`config.mk`:
```
export PLATFORM = sky130hd
export DESIGN_NAME = triangle
export DESIGN_NICKNAME = d
export VERILOG_FILES = /design/src/source/tri_pkg.sv /design/src/source/phase_accum.sv /design/src/source/triangle_shaper.sv /design/src/source/zero_cross_detect.sv /design/src/source/triangle.sv
export VERILOG_INCLUDE_DIRS = /design/src /design/src/include
export SDC_FILE = /design/constraint.sdc
export NUM_CORES = 2
export LEC_CHECK = 0
export BUFFER_PORTS_ARGS = -buffer_cell sky130_fd_sc_hd__buf_4
export CAP_MARGIN = 15
export CORE_MARGIN = 2
export CORE_UTILIZATION = 62
export DETAILED_ROUTE_END_ITERATION = 8
export HOLD_SLACK_MARGIN = 0.03
export PLACE_DENSITY_LB_ADDON = 0.2
export SLEW_MARGIN = 20
export SYNTH_ARGS = -nofsm -noshare
export SYNTH_HDL_FRONTEND = slang
export SYNTH_HIERARCHICAL = 1
export SYNTH_SLANG_ARGS = --single-unit
```
`constraint.sdc`:
```
create_clock -name dac_clk -period 7.45 [get_ports dac_clk]
set_input_delay 1.49 -clock dac_clk [delete_from_list [all_inputs] [get_ports dac_clk]]
set_output_delay 1.49 -clock dac_clk [all_outputs]
set_load 0.1 [all_outputs]
```
`src/include/tri_consts.svh`:
```
// sizes shared by the triangle generator and its testbench
// TRI_PHASE_BITS must exceed TRI_SAMPLE_WIDTH by at least one bit
`ifndef TRI_CONSTS_SVH
`define TRI_CONSTS_SVH

// independent DAC channels
`define TRI_CHANNELS 4

// samples per channel produced on every dac_clk edge
`define TRI_PARALLEL 4

// phase accumulator width, wraps modulo 2**TRI_PHASE_BITS
`define TRI_PHASE_BITS 32

// signed sample width at the DAC
`define TRI_SAMPLE_WIDTH 16

`endif

```
`src/source/tri_pkg.sv`:
```
// data types for the triangle data path
// lane 0 of every channel is the earliest sample in time
`include "tri_consts.svh"

package tri_pkg;

  // unsigned accumulator phase
  typedef logic [`TRI_PHASE_BITS-1:0] phase_t;

  // signed DAC sample
  typedef logic signed [`TRI_SAMPLE_WIDTH-1:0] sample_t;

  // one phase increment per channel
  typedef phase_t [`TRI_CHANNELS-1:0] inc_word_t;

  // lane phases, indexed [channel][lane]
  typedef struct packed {
    phase_t [`TRI_CHANNELS-1:0][`TRI_PARALLEL-1:0] phase;
  } lane_phases_t;

  // lane samples, indexed [channel][lane]
  typedef struct packed {
    sample_t [`TRI_CHANNELS-1:0][`TRI_PARALLEL-1:0] sample;
  } lane_samples_t;

  // word presented to the DAC each cycle
  typedef struct packed {
    lane_samples_t                data;
    logic [`TRI_CHANNELS-1:0]     trigger;
    logic                         valid;
  } dac_out_t;

endpackage

```
`src/source/phase_accum.sv`:
```
// a load strobe stores all increments and restarts every channel at phase 0
// the base-0 word is registered one cycle after the edge that samples the strobe
`timescale 1ns/1ps
`include "tri_consts.svh"

module phase_accum import tri_pkg::*; (
  input  logic         dac_clk,
  input  logic         arst_n,
  input  inc_word_t    phase_inc,
  input  logic         phase_inc_valid,
  output lane_phases_t lane_phases,
  output logic         phase_ok
);

  localparam int CH = `TRI_CHANNELS;
  localparam int PAR = `TRI_PARALLEL;

  inc_word_t         inc_q;
  phase_t [CH-1:0]   base_q;
  logic              loaded_q;

  // k*inc per lane, plus the per-cycle advance of PAR*inc
  phase_t [CH-1:0][PAR-1:0] offset;
  phase_t [CH-1:0]          step;

  always_comb begin
    for (int c = 0; c < CH; c++) begin
      offset[c][0] = '0;
      for (int k = 1; k < PAR; k++) begin
        offset[c][k] = offset[c][k-1] + inc_q[c];
      end
      step[c] = offset[c][PAR-1] + inc_q[c];
    end
  end

  // increments, base phases and the load flag
  always_ff @(posedge dac_clk or negedge arst_n) begin
    if (!arst_n) begin
      inc_q    <= '0;
      base_q   <= '0;
      loaded_q <= 1'b0;
      phase_ok <= 1'b0;
    end else begin
      // phase_ok trails the load by one cycle, in step with the base-0 word
      phase_ok <= loaded_q;
      if (phase_inc_valid) begin
        inc_q    <= phase_inc;
        base_q   <= '0;
        loaded_q <= 1'b1;
      end else begin
        for (int c = 0; c < CH; c++) begin
          base_q[c] <= base_q[c] + step[c];
        end
      end
    end
  end

  // lane phases, wrapping modulo the accumulator width
  always_ff @(posedge dac_clk) begin
    for (int c = 0; c < CH; c++) begin
      for (int k = 0; k < PAR; k++) begin
        lane_phases.phase[c][k] <= base_q[c] + offset[c][k];
      end
    end
  end

endmodule

```
`src/source/triangle_shaper.sv`:
```
// folds each lane phase into a signed triangle, one register stage
// phase 0 maps to the most negative sample, the fold sits at mid phase
`timescale 1ns/1ps
`include "tri_consts.svh"

module triangle_shaper import tri_pkg::*; (
  input  logic          dac_clk,
  input  logic          arst_n,
  input  lane_phases_t  lane_phases,
  input  logic          phase_ok,
  output lane_samples_t samples,
  output logic          sample_ok
);

  localparam int CH = `TRI_CHANNELS;
  localparam int PAR = `TRI_PARALLEL;
  localparam int PB = `TRI_PHASE_BITS;
  localparam int SW = `TRI_SAMPLE_WIDTH;

  // u is the slice just below the phase MSB
  // rising half uses u, falling half uses ~u, then subtract half range
  function automatic sample_t fold(input phase_t ph);
    logic [SW-1:0] u;
    logic [SW-1:0] f;
    u = ph[PB-2 -: SW];
    f = ph[PB-1] ? ~u : u;
    // minus half range is just an MSB flip
    return {~f[SW-1], f[SW-2:0]};
  endfunction

  lane_samples_t shaped;

  always_comb begin
    for (int c = 0; c < CH; c++) begin
      for (int k = 0; k < PAR; k++) begin
        shaped.sample[c][k] = fold(lane_phases.phase[c][k]);
      end
    end
  end

  always_ff @(posedge dac_clk) begin
    samples <= shaped;
  end

  always_ff @(posedge dac_clk or negedge arst_n) begin
    if (!arst_n) begin
      sample_ok <= 1'b0;
    end else begin
      sample_ok <= phase_ok;
    end
  end

endmodule

```
`src/source/zero_cross_detect.sv`:
```
// flags rising zero crossings, including the boundary between words
// output word only updates while sample_ok is high, so it reads zero until the first load
`timescale 1ns/1ps
`include "tri_consts.svh"

module zero_cross_detect import tri_pkg::*; (
  input  logic          dac_clk,
  input  logic          arst_n,
  input  lane_samples_t samples,
  input  logic          sample_ok,
  output dac_out_t      dac_out
);

  localparam int CH = `TRI_CHANNELS;
  localparam int PAR = `TRI_PARALLEL;
  localparam int SW = `TRI_SAMPLE_WIDTH;

  localparam sample_t MOST_NEG = {1'b1, {(SW-1){1'b0}}};

  // last lane of each channel from the previous valid word
  sample_t [CH-1:0] last_q;

  // sign bits in time order, carried sample first
  logic [CH-1:0][PAR:0] neg;
  logic [CH-1:0]        trig;

  always_comb begin
    for (int c = 0; c < CH; c++) begin
      neg[c][0] = last_q[c][SW-1];
      for (int k = 0; k < PAR; k++) begin
        neg[c][k+1] = samples.sample[c][k][SW-1];
      end
      trig[c] = 1'b0;
      // negative followed by non-negative
      for (int k = 0; k < PAR; k++) begin
        trig[c] = trig[c] | (neg[c][k] & ~neg[c][k+1]);
      end
    end
  end

  always_ff @(posedge dac_clk or negedge arst_n) begin
    if (!arst_n) begin
      last_q  <= {CH{MOST_NEG}};
      dac_out <= '0;
    end else if (sample_ok) begin
      for (int c = 0; c < CH; c++) begin
        last_q[c] <= samples.sample[c][PAR-1];
      end
      dac_out.data    <= samples;
      dac_out.trigger <= trig;
      dac_out.valid   <= 1'b1;
    end else begin
      last_q <= {CH{MOST_NEG}};
    end
  end

endmodule

```
`src/source/triangle.sv`:
```
// multi-channel triangle generator, single dac_clk domain
// dac_out shows the base-0 word 3 cycles after the edge that samples phase_inc_valid
`timescale 1ns/1ps

module triangle import tri_pkg::*; (
  input  logic      dac_clk,
  input  logic      arst_n,
  input  inc_word_t phase_inc,
  input  logic      phase_inc_valid,
  output dac_out_t  dac_out
);

  lane_phases_t  lane_phases;
  logic          phase_ok;
  lane_samples_t samples;
  logic          sample_ok;

  // stage 1: per-lane phases
  phase_accum phase_accum_inst (
    .dac_clk         (dac_clk),
    .arst_n          (arst_n),
    .phase_inc       (phase_inc),
    .phase_inc_valid (phase_inc_valid),
    .lane_phases     (lane_phases),
    .phase_ok        (phase_ok)
  );

  // stage 2: phase to triangle sample
  triangle_shaper triangle_shaper_inst (
    .dac_clk     (dac_clk),
    .arst_n      (arst_n),
    .lane_phases (lane_phases),
    .phase_ok    (phase_ok),
    .samples     (samples),
    .sample_ok   (sample_ok)
  );

  // stage 3: triggers and output word
  zero_cross_detect zero_cross_detect_inst (
    .dac_clk   (dac_clk),
    .arst_n    (arst_n),
    .samples   (samples),
    .sample_ok (sample_ok),
    .dac_out   (dac_out)
  );

endmodule

```
==> results.sh <==
export IMPL_drt_iter0_markers=2811
export IMPL_grt_pass1_vias=42400
export IMPL_start_util_pct=62.8
export IMPL_ys_warn_count=6
export IMPL_nFillCells=7129
export IMPL_r2r_end="phase_accum_inst/base_q[123]"
export IMPL_overflow=0
export IMPL_tightest_slew_ns=1.09
export IMPL_worstPathRequired_ns=8.01
export IMPL_synth_nets=6702
export IMPL_cts_resized=0
export IMPL_period_needed_ns=6.68
export IMPL_grt_max_degree=145
export IMPL_fp_dieH_um=315
export IMPL_whs_path_depth=0
export IMPL_final_cell_mix="677 x inv_1, 600 x ha_1, 526 x dfxtp_1, 515 x dfrtp_1, 397 x buf_4"
export IMPL_crit_fanout=7
export IMPL_critPathSlowestCell="o41ai_1"
export IMPL_design_core_area_um2=95300
export IMPL_via_per_inst=5.57
export IMPL_worstHoldStart="phase_accum_inst/phase_ok"
export IMPL_die_width_um=315
export IMPL_cts_sinks=1048
export IMPL_r2r_start="phase_accum_inst/inc_q[96]"
export IMPL_drive_above_1_share_pct=14.2
export IMPL_syn_area_per_cell_um2=10.2
export IMPL_final_nets=7100
export IMPL_track_usage_pct=27.5
export IMPL_vias=42300
export IMPL_grt_pass1_wl_mm=220
export IMPL_antenna_left=0
export IMPL_hp_class="flip-flop to flip-flop"
export IMPL_numCtsBuffers=108
export IMPL_placementRows=113
export IMPL_cts_reportedPaths_clkPinSlew_ns=0.06
export IMPL_postCtsSetupBuffers=0
export IMPL_finalInstanceArea_um2=67400
export IMPL_cap_violations=0
export IMPL_drc=0
export IMPL_wl_per_cell_um=18.1
export IMPL_die_area_um2=99100
export IMPL_cts_tree="built"
export IMPL_critical_path_max_stage_delay_ns=0.55
export IMPL_outcome="completed"
export IMPL_ctsHtreeMaxLevel=3
export IMPL_area_delta_synth_final_pct=12.5
export IMPL_place_port_buffers=391
export IMPL_clk_latency_ns=0.70
export IMPL_fin_crit_sh_pct=89.7
export IMPL_r2r_slack_ns=0.77
export IMPL_clockBufferDepth=3
export IMPL_gp_congestion=0.916
export IMPL_placed_cell_area_um2=63600
export IMPL_root_buffer="clkbuf_16"
export IMPL_min_to="triangle_shaper_inst/sample_ok"
export IMPL_final_common_cell="inv_1"
export IMPL_rr_worst_depth=29
export IMPL_worst_endpoint_arrival_ns=7.24
export IMPL_hold_buffers=0
export IMPL_critPathKind="flip-flop to flip-flop"
export IMPL_crit_path_end_kind="flip-flop"
export IMPL_tns_ns=0
export IMPL_startpoint="phase_accum_inst/inc_q[96]"
export IMPL_setup_viol=0
export IMPL_final_max_slew_viol_count=0
export IMPL_max_freq_mhz=150
export IMPL_finalClockSkew_ns=0.0267
export IMPL_max_slew_margin_rel_pct=27.2
export IMPL_antenna_found_initial=2
export IMPL_io_pins=392
export IMPL_rsz0062_at_grt="false"
export IMPL_syn_inst=5843
export IMPL_wirelength_mm=137
export IMPL_firstDrtPassIters=6
export IMPL_synth_area_um2=59900
export IMPL_cp_start_kind="flip-flop"
export IMPL_dpl_hpwl_mm=103
export IMPL_hold_viol_final=0
[layout make-up]
class | instances | area (um2) | share of cell area [%]
antenna | 1 | 2.50 | 0.00371
clock buffer | 143 | 3060 | 4.54
clock inverter | 62 | 733 | 1.09
inverter | 677 | 2540 | 3.77
multi-input combinational | 4002 | 32700 | 48.6
sequential | 1048 | 23600 | 35.0
tap | 1265 | 1580 | 2.35
timing repair buffer | 404 | 3110 | 4.62
[worst max path at each step]
stage / endpoint / slack, ns / depth (start not counted)
2_1_floorplan: phase_accum_inst/base_q[123] / 1.78 / 29
3_3_place_gp: phase_accum_inst/base_q[123] / 1.08 / 29
3_5_place_dp: phase_accum_inst/base_q[123] / 0.88 / 29
4_1_cts: phase_accum_inst/base_q[123] / 0.87 / 29
5_1_grt: phase_accum_inst/base_q[125] / 0.14 / 29
6_report: phase_accum_inst/base_q[123] / 0.77 / 29
[flip-flops by register name (all words and copies together), names as in the netlist]
register	cells
phase_accum_inst/lane_phases	272
triangle_shaper_inst/samples	256
phase_accum_inst/phase_ok	1
zero_cross_detect_inst/dac_out	261
phase_accum_inst/inc_q	128
phase_accum_inst/loaded_q	1
zero_cross_detect_inst/last_q	4
triangle_shaper_inst/sample_ok	1
phase_accum_inst/base_q	124
[per-stage QoR]
stage / std cells / utilization (%) / setup slack [ns] / hold slack (ns)
final: 7602 / 70.7 / 0.770 / 0.348
after global routing: 7602 / 70.7 / 0.138 / 0.369
after CTS: 7601 / 70.7 / 0.868 / 0.352
after detailed placement: 7396 / 66.7 / 0.884 / 0.339
after global placement: 7396 / 66.7 / 1.08 / 0.335
after floorplan: 5843 / - / 1.78 / 0.331
[layer usage]
layer	up-vias	track usage, %	wire, um	part of all wire, %
met5	-	0	11	0.0080
met3	242	3.47	6130	4.5
met1	20400	36.4	60900	44
met4	2	9.92	4540	3.3
li1	20700	-	-	-
met2	973	46.2	65700	48
[critical path: cells and delay by family (launching register included)]
family / cells / cell delay, ns
AOI/OAI and AO/OA: 14 / 3.57
and+or+nand+nor: 6 / 0.67
xor gates and xnor gates: 2 / 0.39
DFF: 1 / 0.44
adders and majority gates: 4 / 1.30
buffers and inverters: 3 / 0.19
Power is not shown: default switching activity piles up to over one toggle a cycle in this logic, so the estimate is an artifact.
